===== config.mk =====
export PLATFORM = sky130hd
export DESIGN_NAME = step_motor_ctrl
export DESIGN_NICKNAME = d
export VERILOG_FILES = /design/src/rtl/ramp_table_pkg.sv /design/src/rtl/step_axis_pkg.sv /design/src/rtl/ramp_table_ram.sv /design/src/rtl/step_axis.sv /design/src/rtl/step_motor_ctrl.sv
export VERILOG_INCLUDE_DIRS = /design/src /design/src/include
export SDC_FILE = /design/constraint.sdc
export NUM_CORES = 2
export LEC_CHECK = 0
export BUFFER_PORTS_ARGS = -buffer_cell sky130_fd_sc_hd__buf_2
export CORE_MARGIN = 1.5
export CORE_UTILIZATION = 55
export CTS_BUF_LIST = sky130_fd_sc_hd__clkbuf_4 sky130_fd_sc_hd__clkbuf_8
export DETAILED_ROUTE_END_ITERATION = 8
export PLACE_DENSITY = 0.74
export SYNTH_ARGS = -nofsm -noshare
export SYNTH_HDL_FRONTEND = slang
export SYNTH_SLANG_ARGS = --single-unit

===== constraint.sdc =====
create_clock -name clk -period 9.08 [get_ports clk]
set_input_delay 0.454 -clock clk [delete_from_list [all_inputs] [get_ports clk]]
set_output_delay 0.454 -clock clk [all_outputs]
set_load 0.01 [all_outputs]

===== src/include/step_motor_macros.svh =====
`ifndef STEP_MOTOR_MACROS_SVH
`define STEP_MOTOR_MACROS_SVH

// step period in ticks
`define STEP_SPEED_W 16

// ramp table address
`define STEP_ADDR_W 6

// step counts, position and stroke
`define STEP_COUNT_W 16

`define STEP_MS_W 3
`define STEP_MOTOR_NBR 2

// tick ring length, >= 4 and >= STEP_MOTOR_NBR (table read takes two cycles)
`define STEP_TICK_DIV 8

`endif


===== src/rtl/ramp_table_pkg.sv =====
`include "step_motor_macros.svh"

package ramp_table_pkg;

	// one table entry, step period in ticks
	typedef logic [`STEP_SPEED_W-1:0] ramp_speed_t;

	typedef logic [`STEP_ADDR_W-1:0] ramp_addr_t;

	// full address space of the table
	localparam int unsigned RAMP_DEPTH = 1 << `STEP_ADDR_W;

endpackage


===== src/rtl/step_axis_pkg.sv =====
`include "step_motor_macros.svh"

package step_axis_pkg;

	// step count, position and stroke
	typedef logic [`STEP_COUNT_W-1:0] step_count_t;

	typedef logic [`STEP_MS_W-1:0] step_ms_t;

	typedef enum logic [1:0] {
		AXIS_IDLE   = 2'd0,
		AXIS_ACCEL  = 2'd1, // walking up the ramp
		AXIS_CRUISE = 2'd2,
		AXIS_DECEL  = 2'd3  // walking back down
	} axis_state_e;

endpackage


===== src/rtl/ramp_table_ram.sv =====
`timescale 1ns/1ps

module ramp_table_ram (
	input  logic                        clk,
	input  logic                        i_we,
	input  ramp_table_pkg::ramp_addr_t  i_addr_a,
	input  ramp_table_pkg::ramp_speed_t i_data_a,
	output ramp_table_pkg::ramp_speed_t o_q_a,
	input  ramp_table_pkg::ramp_addr_t  i_addr_b,
	output ramp_table_pkg::ramp_speed_t o_q_b
);
	import ramp_table_pkg::*;

	ramp_speed_t mem [RAMP_DEPTH];

	// port a, write wins, read returns old data
	always_ff @(posedge clk) begin
		if (i_we) begin
			mem[i_addr_a] <= i_data_a;
		end
		o_q_a <= mem[i_addr_a];
	end

	// port b read only
	always_ff @(posedge clk) begin
		o_q_b <= mem[i_addr_b];
	end

endmodule


===== src/rtl/step_axis.sv =====
`timescale 1ns/1ps
`include "step_motor_macros.svh"

module step_axis (
	input  logic                        clk,
	input  logic                        resetn,
	input  logic                        i_tick,
	input  ramp_table_pkg::ramp_addr_t  i_tbl_last,
	output logic                        o_acc_en,
	output ramp_table_pkg::ramp_addr_t  o_acc_addr,
	input  ramp_table_pkg::ramp_speed_t i_acc_data,
	output logic                        o_dec_en,
	output ramp_table_pkg::ramp_addr_t  o_dec_addr,
	input  ramp_table_pkg::ramp_speed_t i_dec_data,
	input  logic                        i_start,
	input  logic                        i_stop,
	input  logic                        i_dir,
	input  step_axis_pkg::step_count_t  i_steps,
	input  ramp_table_pkg::ramp_speed_t i_speed,
	input  step_axis_pkg::step_ms_t     i_ms,
	input  step_axis_pkg::step_count_t  i_stroke,
	input  logic                        i_zpd,
	output logic                        o_drive,
	output logic                        o_dir,
	output step_axis_pkg::step_ms_t     o_ms,
	output logic                        o_busy,
	output logic                        o_zpsign,
	output logic                        o_tpsign,
	output step_axis_pkg::axis_state_e  o_state
);
	import ramp_table_pkg::*;
	import step_axis_pkg::*;

	axis_state_e state;
	ramp_addr_t  idx;        // next accel entry
	ramp_speed_t speed;      // cruise period
	ramp_speed_t period;     // period of the running interval
	ramp_speed_t elapsed;    // ticks since last step
	step_count_t steps_left; // pulses still to emit
	step_count_t ramp_n;     // table intervals taken on the way up
	step_count_t left_n;
	step_count_t dec_n;
	step_count_t position;
	logic        done;       // busy drops the cycle after the last pulse
	logic        fire;
	logic        going_dec;
	logic        last_step;
	logic        zero_hit;
	logic [1:0]  acc_pipe;   // table data lands two cycles after the read
	logic [1:0]  dec_pipe;

	assign left_n    = steps_left - 1'b1;
	assign going_dec = (state == AXIS_DECEL) || (left_n <= ramp_n);
	assign dec_n     = (left_n < ramp_n) ? left_n : ramp_n;
	assign last_step = going_dec && (dec_n == '0);
	assign zero_hit  = o_busy && !o_dir && i_zpd;

	// period 0 after start makes the first tick step
	assign fire = i_tick && o_busy && !done && !zero_hit &&
		(({1'b0, elapsed} + 17'd1) >= {1'b0, period});

	// the read issued on a step sets the period of the next interval
	assign o_acc_en   = fire && !going_dec && (state == AXIS_ACCEL);
	assign o_acc_addr = idx;
	assign o_dec_en   = fire && going_dec && !last_step;
	assign o_dec_addr = ramp_addr_t'(dec_n - 1'b1); // mirror of the way up

	assign o_busy   = (state != AXIS_IDLE);
	assign o_state  = state;
	assign o_tpsign = (position == i_stroke);

	always_ff @(posedge clk) begin
		if (!resetn) begin
			state    <= AXIS_IDLE;
			done     <= 1'b0;
			o_drive  <= 1'b0;
			o_dir    <= 1'b0;
			o_ms     <= '0;
			o_zpsign <= 1'b0;
			position <= '0;
			acc_pipe <= '0;
			dec_pipe <= '0;
		end else begin
			o_drive  <= fire;
			acc_pipe <= {acc_pipe[0], o_acc_en};
			dec_pipe <= {dec_pipe[0], o_dec_en};
			if (state == AXIS_IDLE) begin
				if (i_start && (i_steps != '0)) begin
					state    <= AXIS_ACCEL;
					o_dir    <= i_dir;
					o_ms     <= i_ms;
					o_zpsign <= 1'b0;
				end
			end else if (zero_hit) begin
				state    <= AXIS_IDLE;
				done     <= 1'b0;
				position <= '0;
				o_zpsign <= 1'b1;
			end else if (done) begin
				state <= AXIS_IDLE;
				done  <= 1'b0;
			end else begin
				if (fire) begin
					position <= o_dir ? position + 1'b1 : position - 1'b1;
					if (last_step) begin
						done <= 1'b1;
					end else if (going_dec) begin
						state <= AXIS_DECEL;
					end
				end
				// top of the ramp reached
				if (acc_pipe[1] && (state == AXIS_ACCEL) &&
					((i_acc_data <= speed) || (idx == i_tbl_last))) begin
					state <= AXIS_CRUISE;
				end
				if (i_stop && ((state == AXIS_ACCEL) || (state == AXIS_CRUISE))) begin
					state <= AXIS_DECEL;
				end
			end
		end
	end

	always_ff @(posedge clk) begin
		if (state == AXIS_IDLE) begin
			if (i_start) begin
				speed      <= i_speed;
				steps_left <= i_steps;
				period     <= '0;
				elapsed    <= '0;
				idx        <= '0;
				ramp_n     <= '0;
			end
		end else begin
			if (fire) begin
				elapsed    <= '0;
				steps_left <= going_dec ? dec_n : left_n;
				if ((state == AXIS_CRUISE) && !going_dec) begin
					period <= speed;
				end
			end else if (i_tick) begin
				elapsed <= elapsed + 1'b1;
			end
			if (acc_pipe[1]) begin
				if (i_acc_data > speed) begin
					period <= i_acc_data;
					ramp_n <= ramp_n + 1'b1;
					if (idx != i_tbl_last) begin
						idx <= idx + 1'b1;
					end
				end else begin
					period <= speed; // never faster than requested
				end
			end
			if (dec_pipe[1]) begin
				period <= i_dec_data;
			end
		end
	end

	drive_in_move: assert property (@(posedge clk) disable iff (!resetn)
		o_drive |-> o_busy);

	one_step_per_tick: assert property (@(posedge clk) disable iff (!resetn)
		o_drive |=> !o_drive [*(`STEP_TICK_DIV - 1)]);

	// ramp data must be in place before the next tick
	data_before_tick: assert property (@(posedge clk) disable iff (!resetn)
		(acc_pipe[1] || dec_pipe[1]) |-> !i_tick);

endmodule


===== src/rtl/step_motor_ctrl.sv =====
`timescale 1ns/1ps
`include "step_motor_macros.svh"

module step_motor_ctrl (
	input  logic                                                clk,
	input  logic                                                resetn,
	input  logic                                                i_tbl_init,
	input  logic                                                i_tbl_wr,
	input  ramp_table_pkg::ramp_speed_t                         i_tbl_data,
	input  logic [`STEP_MOTOR_NBR-1:0]                          i_start,
	input  logic [`STEP_MOTOR_NBR-1:0]                          i_stop,
	input  logic [`STEP_MOTOR_NBR-1:0]                          i_dir,
	input  step_axis_pkg::step_count_t [`STEP_MOTOR_NBR-1:0]    i_steps,
	input  ramp_table_pkg::ramp_speed_t [`STEP_MOTOR_NBR-1:0]   i_speed,
	input  step_axis_pkg::step_ms_t [`STEP_MOTOR_NBR-1:0]       i_ms,
	input  step_axis_pkg::step_count_t [`STEP_MOTOR_NBR-1:0]    i_stroke,
	input  logic [`STEP_MOTOR_NBR-1:0]                          i_zpd,
	output logic [`STEP_MOTOR_NBR-1:0]                          o_drive,
	output logic [`STEP_MOTOR_NBR-1:0]                          o_dir,
	output step_axis_pkg::step_ms_t [`STEP_MOTOR_NBR-1:0]       o_ms,
	output logic [`STEP_MOTOR_NBR-1:0]                          o_busy,
	output logic [`STEP_MOTOR_NBR-1:0]                          o_zpsign,
	output logic [`STEP_MOTOR_NBR-1:0]                          o_tpsign
);
	import ramp_table_pkg::*;
	import step_axis_pkg::*;

	localparam int NBR = `STEP_MOTOR_NBR;

	ramp_addr_t  wr_addr;
	ramp_addr_t  tbl_last;  // highest loaded entry
	logic        tbl_we;
	logic [`STEP_TICK_DIV-1:0] tick_ring;
	logic [NBR-1:0] acc_en;
	logic [NBR-1:0] dec_en;
	logic [NBR-1:0] axis_idle;
	ramp_addr_t  acc_addr [NBR];
	ramp_addr_t  dec_addr [NBR];
	ramp_addr_t  acc_merge;
	ramp_addr_t  dec_merge;
	ramp_addr_t  acc_addr_q;
	ramp_addr_t  dec_addr_q;
	ramp_speed_t acc_q;
	ramp_speed_t dec_q;
	axis_state_e axis_state [NBR];

	assign tbl_we = i_tbl_init && i_tbl_wr;

	always_ff @(posedge clk) begin
		if (!resetn) begin
			wr_addr  <= '0;
			tbl_last <= '0;
		end else if (!i_tbl_init) begin
			wr_addr <= '0;
		end else if (i_tbl_wr) begin
			wr_addr  <= wr_addr + 1'b1;
			tbl_last <= wr_addr;
		end
	end

	// one-hot, one axis ticked per cycle
	always_ff @(posedge clk) begin
		if (!resetn) begin
			tick_ring <= {{(`STEP_TICK_DIV-1){1'b0}}, 1'b1};
		end else begin
			tick_ring <= {tick_ring[`STEP_TICK_DIV-2:0], tick_ring[`STEP_TICK_DIV-1]};
		end
	end

	// idle axes hold their enables low, so an OR picks the ticked one
	always_comb begin
		acc_merge = '0;
		dec_merge = '0;
		for (int k = 0; k < NBR; k++) begin
			acc_merge |= acc_addr[k] & {`STEP_ADDR_W{acc_en[k]}};
			dec_merge |= dec_addr[k] & {`STEP_ADDR_W{dec_en[k]}};
		end
	end

	always_ff @(posedge clk) begin
		acc_addr_q <= acc_merge;
		dec_addr_q <= dec_merge;
	end

	ramp_table_ram u_ramp_table (
		.clk      (clk),
		.i_we     (tbl_we),
		.i_addr_a (tbl_we ? wr_addr : acc_addr_q),
		.i_data_a (i_tbl_data),
		.o_q_a    (acc_q),
		.i_addr_b (dec_addr_q),
		.o_q_b    (dec_q)
	);

	for (genvar k = 0; k < NBR; k++) begin : g_axis
		step_axis u_axis (
			.clk        (clk),
			.resetn     (resetn),
			.i_tick     (tick_ring[k]),
			.i_tbl_last (tbl_last),
			.o_acc_en   (acc_en[k]),
			.o_acc_addr (acc_addr[k]),
			.i_acc_data (acc_q),
			.o_dec_en   (dec_en[k]),
			.o_dec_addr (dec_addr[k]),
			.i_dec_data (dec_q),
			.i_start    (i_start[k]),
			.i_stop     (i_stop[k]),
			.i_dir      (i_dir[k]),
			.i_steps    (i_steps[k]),
			.i_speed    (i_speed[k]),
			.i_ms       (i_ms[k]),
			.i_stroke   (i_stroke[k]),
			.i_zpd      (i_zpd[k]),
			.o_drive    (o_drive[k]),
			.o_dir      (o_dir[k]),
			.o_ms       (o_ms[k]),
			.o_busy     (o_busy[k]),
			.o_zpsign   (o_zpsign[k]),
			.o_tpsign   (o_tpsign[k]),
			.o_state    (axis_state[k])
		);

		assign axis_idle[k] = (axis_state[k] == AXIS_IDLE);
	end

	single_reader: assert property (@(posedge clk) disable iff (!resetn)
		$onehot0(acc_en | dec_en));

	// loading under a running axis would corrupt its ramp
	load_while_idle: assert property (@(posedge clk) disable iff (!resetn)
		tbl_we |-> &axis_idle);

endmodule


After elaboration in Yosys (flattened, before gate mapping). Memories as Yosys holds them, arrays and structs flattened. A register that Yosys moved wholly into a read port is not among the register bits. Cells that the tools add are included. Widths: inputs -> output; s select.

Reduce and logical (&&, ||, !) cells: 101. Add/sub/neg operators: 17. Eq/ne operators: 20. Multiplexer cells: 89. Bitwise operators: 8. $lt $le $gt $ge: 10.

Operator list (count): $mux 16 (44); $add 16x1->16 const B (6); $mux 6 (11); $le 16x16->1 (4); $sub 16x1->16 const B (4); $mux 2 (18); $add 16x1->17 const B (2); $ge 17x16->1 (2); $logic_and 1x1->1 (33); $eq 16x16->1 (2); $gt 16x16->1 (2); $logic_not 16->1 (2); $lt 16x16->1 (2); $reduce_bool 16->1 (2); $reduce_bool 2->1 (14); $and 6x6->6 (4); $reduce_and 2->1 (12); $reduce_bool 6->1 (4); $add 6x1->6 const B (3); $reduce_and 3->1 (6); $mux 1 (16); $reduce_and 4->1 (4); $reduce_bool 4->1 (4); $eq 6x6->1 (2); 13 further kinds (42).

Flip-flop bits (word level): 262. Output and inout bits: 16. Bits of input ports: 130. Memory bits (writable): 1024. Word-level logic and storage cells: 281. Memories kept: 1.

Memory list: u_ramp_table.mem (depth 64, width 16, rd ports 2, clocked after Yosys merged registers in 2, wr ports 1, line ramp_table_ram.sv:14) `ramp_speed_t mem [RAMP_DEPTH];`.

Logic depth before layout (Yosys ltp).
Depth after elaboration: 12. Gate-level depth with buffers: 23. Depth with buffers taken out: 20.

By module. A second synthesis with hierarchy kept.

Cells, all modules: 4691. Area total of the unflattened synthesis: 65770.6 um^2.

By module, submodules not included: ramp_table_ram (cells an instance 2841, times used 1, area each 48355.1 um^2, sequential area each 31390.1 um^2); step_axis (cells an instance 875, times used 2, area each 8162.8 um^2, sequential area each 3163.0 um^2); step_motor_ctrl (cells an instance 100, times used 1, area each 1089.8 um^2, sequential area each 640.6 um^2).

Worst setup path before layout. Ideal clock, no wire load.

Path type: reg2reg. Start: reg g_axis[1].u_axis.steps_left[2]. End: reg dec_addr_q[5]. Slack: 3.999 ns. Arrival: 4.964 ns. Path buffers: 3. Data required time: 8.963 ns. Library setup time: 0.117 ns. Stages on the path, launching flop included: 23. Path through: edfxtp_1 clkbuf_1 or4_1 nor3_2 nand2_1 or3_1 xor2_1 inv_1 ha_1 nand4_1 nor4_1 a21boi_1 or4_1 clkbuf_1 clkbuf_1 a21oi_1 ha_1 nand3_1 or4_1 nor3_1 a41oi_1 and2_1 a22o_1.

Word-level cells in the longest chain between the ends: 9.

RTL lines: from (decl) (line step_axis.sv:39) `step_count_t steps_left;`; from (signal assigned) (line step_axis.sv:127) `steps_left <= i_steps;`; from (signal assigned) (line step_axis.sv:136) `steps_left <= going_dec ? dec_n : left_n;`; $sub 16x1->16 * (line step_axis.sv:52) `assign left_n = steps_left - 1'b1;`; parallel branches: the longest is 6 deep, another holds $lt 16x16->1; $and 6x6->6 * (line step_motor_ctrl.sv:76) `` dec_merge |= dec_addr[k] & {`STEP_ADDR_W{dec_en[k]}}; ``; $or 6x6->6 * (line step_motor_ctrl.sv:76); net dec_merge[5] (line step_motor_ctrl.sv:40) `ramp_addr_t dec_merge;`; to (signal assigned) (line step_motor_ctrl.sv:82) `dec_addr_q <= dec_merge;`; to (decl) (line step_motor_ctrl.sv:42) `ramp_addr_t dec_addr_q;`.

Mark *: on every way through the listed nets, which the timed path passes. A chain may end at the register's enable or synchronous reset.

Worst setup path after layout.
Start: reg g_axis[1].u_axis.steps_left[4]. End: reg g_axis[1].u_axis.state[1].

Word-level cells in the longest chain between the ends: 7.

RTL lines: $sub 16x1->16 * (line step_axis.sv:52); $lt 16x16->1 (line step_axis.sv:54) `assign dec_n = (left_n < ramp_n) ? left_n : ramp_n;`; $mux 16 (line step_axis.sv:54); $logic_not 16->1 (line step_axis.sv:55) `assign last_step = going_dec && (dec_n == '0);`; $logic_and 1x1->1 (line step_axis.sv:55); $ne 6x5->1 (no line); $reduce_and 4->1 (no line) *; to (signal assigned) (line step_axis.sv:74) `state <= AXIS_IDLE;`; to (signal assigned) (line step_axis.sv:89) `state <= AXIS_ACCEL;`; to (signal assigned) (line step_axis.sv:95) `state <= AXIS_IDLE;`; to (decl) (line step_axis.sv:34) `axis_state_e state;`.

Every way passes the cells marked *; elsewhere a longest branch is shown, timed or not.

==> results.md <==
* Status: complete, no violations
* Vias at about 44k
* Fmax at between 150 and 200 MHz
* Power density over cell area at between 200 and 250 nW/µm²
* Total Nets Final at roughly 5k
* Number of antenna violations at the first check in global routing at 20
* Largest net degree at the start of global routing at 100
* Buf+Inv Stages, Crit Path at 1
* Multi-input gate area at 23500 µm²
* Fillers at just over 8k
* 1st-iter DRT viols at roughly 7.0k
* Initial core utilization at 55.3%
* Fin. max-slew vios at 0
* Finished Cell Area at between 70000 and 80000 µm²
* Crit-path slowest cell: or4_1
* Post-synth top area share at 56.8%
* Fin crit period at roughly 5.9 ns
* Synth Cell Area at between 60000 and 70000 µm²
* Gpl congestion at between 0.9 and 1
* Area contributors post-synth: edfxtp_1 (57%), mux4_2 (12%), dfxtp_1 (3.9%), a22oi_1 (3.8%), ha_1 (2.9%)
* Crit-path cells: or4_1, nor3_2, nand2_1, or3_1, xor2_1, inv_1, ha_1, nand4_1, nor4_1, a21boi_1, or4_1, nor2_1, a21oi_1, ha_1, nand3_1, or4_1, nor3_1, a41oi_1, a21oi_1, mux2i_1
* Worst setup SP type: register
* Max-slew headroom at about an eighth
* #FFs+latches synth at 1318
* Worst hold path class: in2reg
* Reg clk slew, reported paths at roughly 0.06 ns
* Setup TNS at 0 ns
* Post-route ant nets at 0
* Synthesized area per cell at between 10 and 15 µm²
* All-layer global routing usage at between 30% and 40%
* Worst Clk Skew at between 0.05 and 0.06 ns
* Port-buffer cells at roughly 150
* Total grt overflow at 0
* Post-synthesis sequential area ratio at between 60 and 70%
* Register area at roughly 38000 µm²
* Placement Cell Area at 66000 µm²
* Syn nets at around 4.6k
* Number of enable flip-flop cells after synthesis at 1196
* Post-Route WL at between 150 and 200 mm
* Height of the die at between 300 and 400 µm
* CP arrival at 6.66 ns
* Endpoints failing setup at 0
* WL/cell at between 30 and 40 µm
* Yosys top cell by area: edfxtp_1
* Clock Latency Late Sink at between 0.9 and 1 ns
* Die area at around 120000 µm²
* Crit-path leading delay family: simple AND/OR/NAND/NOR gates
* Core Footprint at 114000 µm²
* Dpl hpwl at around 120 mm
* CTS Sinks at 1318
* Hold Vio Cnt, Final at 0
* Critical Path RT at 9.87 ns
* CTS buffer count at approximately 210
* RSZ-0062 raised after global routing: false
* Most frequent CP cell: or4_1
* Maxcap violations at 0
* Final period utilization at around 65%
* Root buffer cell: clkbuf_8
* Ports at 146
* Commonest non-fill, non-tap cells in the layout: edfxtp_1 (1196), mux4_2 (336), a22oi_1 (323)
* Critical Path End Type: register
* P_leak at roughly 24 nW
* R2r setup slk at approximately 3.2 ns
* Htree depth at 4
* Mapped Cells at approximately 4.3k
* Setup CP Type: reg2reg
* Clock buffer depth at 3
* Actual slew at the worst max-slew pin at approximately 1.3 ns
* Largest stage delay on the critical path at around 0.61 ns
* Netlist cell types at 80
* Vias per cell at roughly 7
* Layout area overhead at 12.4%
* First-pass GRT wire length at around 280 mm
* Die width at about 340 µm
* YS warnings at 0
* Layout cells sized above 1 at between 20% and 30%
* Post-synth ARST share at 0%
* Initial DRT Pass Iterations at 8
* Leading cell type in the layout, fill and taps excluded: edfxtp_1
* Number of global-route vias before repair at approximately 43k
* Ys flop type: edfxtp_1
* CTS tree: done
* DRC at 0
* Max VDD drop at 0.156 mV
* # rows at approximately 120
* Critical Path Fanout Max at 15
## path summary, 6_finish.rpt
path,from,endpoint,cells past startpoint
worst min register to register,tick_ring[4]$_SDFF_PN0_,tick_ring[5]$_SDFF_PN0_,1
worst min-delay path,resetn,tick_ring[0]$_SDFF_PN1_,2
worst max register to register,g_axis[1].u_axis.steps_left[4]$_DFFE_PP_,g_axis[1].u_axis.o_state[1]$_SDFFE_PN0P_,20
worst max-delay path,g_axis[1].u_axis.steps_left[4]$_DFFE_PP_,g_axis[1].u_axis.o_state[1]$_SDFFE_PN0P_,20
## worst register-to-register path, stage by stage (launching register included)
cell and delay [ns]:
edfxtp_1 0.48, or4_1 0.61, nor3_2 0.26, nand2_1 0.21
or3_1 0.37, xor2_1 0.22, inv_1 0.10, ha_1 0.31
nand4_1 0.15, nor4_1 0.39, a21boi_1 0.21, or4_1 0.40
nor2_1 0.07, a21oi_1 0.30, ha_1 0.25, nand3_1 0.07
or4_1 0.40, nor3_1 0.15, a41oi_1 0.30, a21oi_1 0.34
mux2i_1 0.22
## power breakdown
part	switching, W	internal (W)
clock	0.00239	0.00275
sequential	0.000511	0.00712
combinational	0.00252	0.00185
total	0.00542	0.0117
## timing repair
action	CTS	global route
setup buffers	0	0
hold buffers	76	0
hold endpoints to repair	80	0
gates resized for setup	0	0
## layer usage
metal  GRT usage, %  wire length [µm]  up-vias
met5          0.449               179        -
met4           19.3             12600       18
met3           11.8             29700      756
met2           51.6             89600     3753
met1           41.1             66600    21600
li1               -                 -    18200
## cells in the mapped netlist, drive strengths merged (24+ instances only)
library cell / instances
a211oi: 32
a21oi: 123
a221oi: 57
a22o: 79
a22oi: 323
a31oi: 63
a41oi: 34
and2: 24
and3: 52
buf: 79
clkbuf: 218
dfxtp: 122
edfxtp: 1196
ha: 145
inv: 133
mux2i: 79
mux4: 336
nand2: 227
nand3: 78
nand4: 47
nor2: 248
nor2b: 26
nor3: 45
nor4: 46
o211ai: 24
o21ai: 94
xnor2: 123
xor2: 46
## cells by family (layout without fill, tap and decap cells)
kind of cell,Yosys count,in the layout,synth area share (%)
adder cells (fa/ha/maj),147,147,2.93
other,0,9,0
AND/OR/NAND/NOR,878,878,6.76
XOR/XNOR,169,169,2.34
flip-flops,1318,1318,60.7
AO/OA/AOI/OAI,961,961,11.0
multiplexers,437,437,13.6
buffers and inverters,430,869,2.65
## registers in the layout, indices dropped and copies added, names as in the netlist, 4 cells and up
| signal | flops |
|---|---|
| u_ramp_table.mem | 1024 |
| g_axis.u_axis.elapsed | 32 |
| g_axis.u_axis.period | 32 |
| g_axis.u_axis.position | 32 |
| g_axis.u_axis.ramp_n | 32 |
| g_axis.u_axis.speed | 32 |
| g_axis.u_axis.steps_left | 32 |
| u_ramp_table.o_q_a | 16 |
| u_ramp_table.o_q_b | 16 |
| g_axis.u_axis.o_acc_addr | 12 |
| tick_ring | 8 |
| acc_addr_q | 6 |
| dec_addr_q | 6 |
| g_axis.u_axis.o_ms | 6 |
| tbl_last | 6 |
| wr_addr | 6 |
| g_axis.u_axis.acc_pipe | 4 |
| g_axis.u_axis.dec_pipe | 4 |
| g_axis.u_axis.o_state | 4 |
## area by class of cell
cell class	instances	share of cell area (%)
antenna	9	0.0317
clock buffer	303	5.17
clock inverter	78	0.779
inverter	133	0.703
multi-input combinational	2592	33.0
sequential	1318	54.0
tap	1512	2.66
timing repair buffer	355	3.61
## metrics by stage
stage	power, W	hold slack [ns]	worst slack [ns]	util [%]	instances
global route	0.0178	0.0358	2.78	62.2	6297
floorplan	0.0106	0.386	4.00	-	4340
finish	0.0171	0.0497	3.21	62.2	6300
CTS	0.0171	0.00276	3.29	62.2	6291
detailed placement	0.0120	0.412	3.35	57.8	5834
global placement	0.0119	0.405	3.46	57.8	5834
Note: power is estimated with default switching activity, not from simulation.
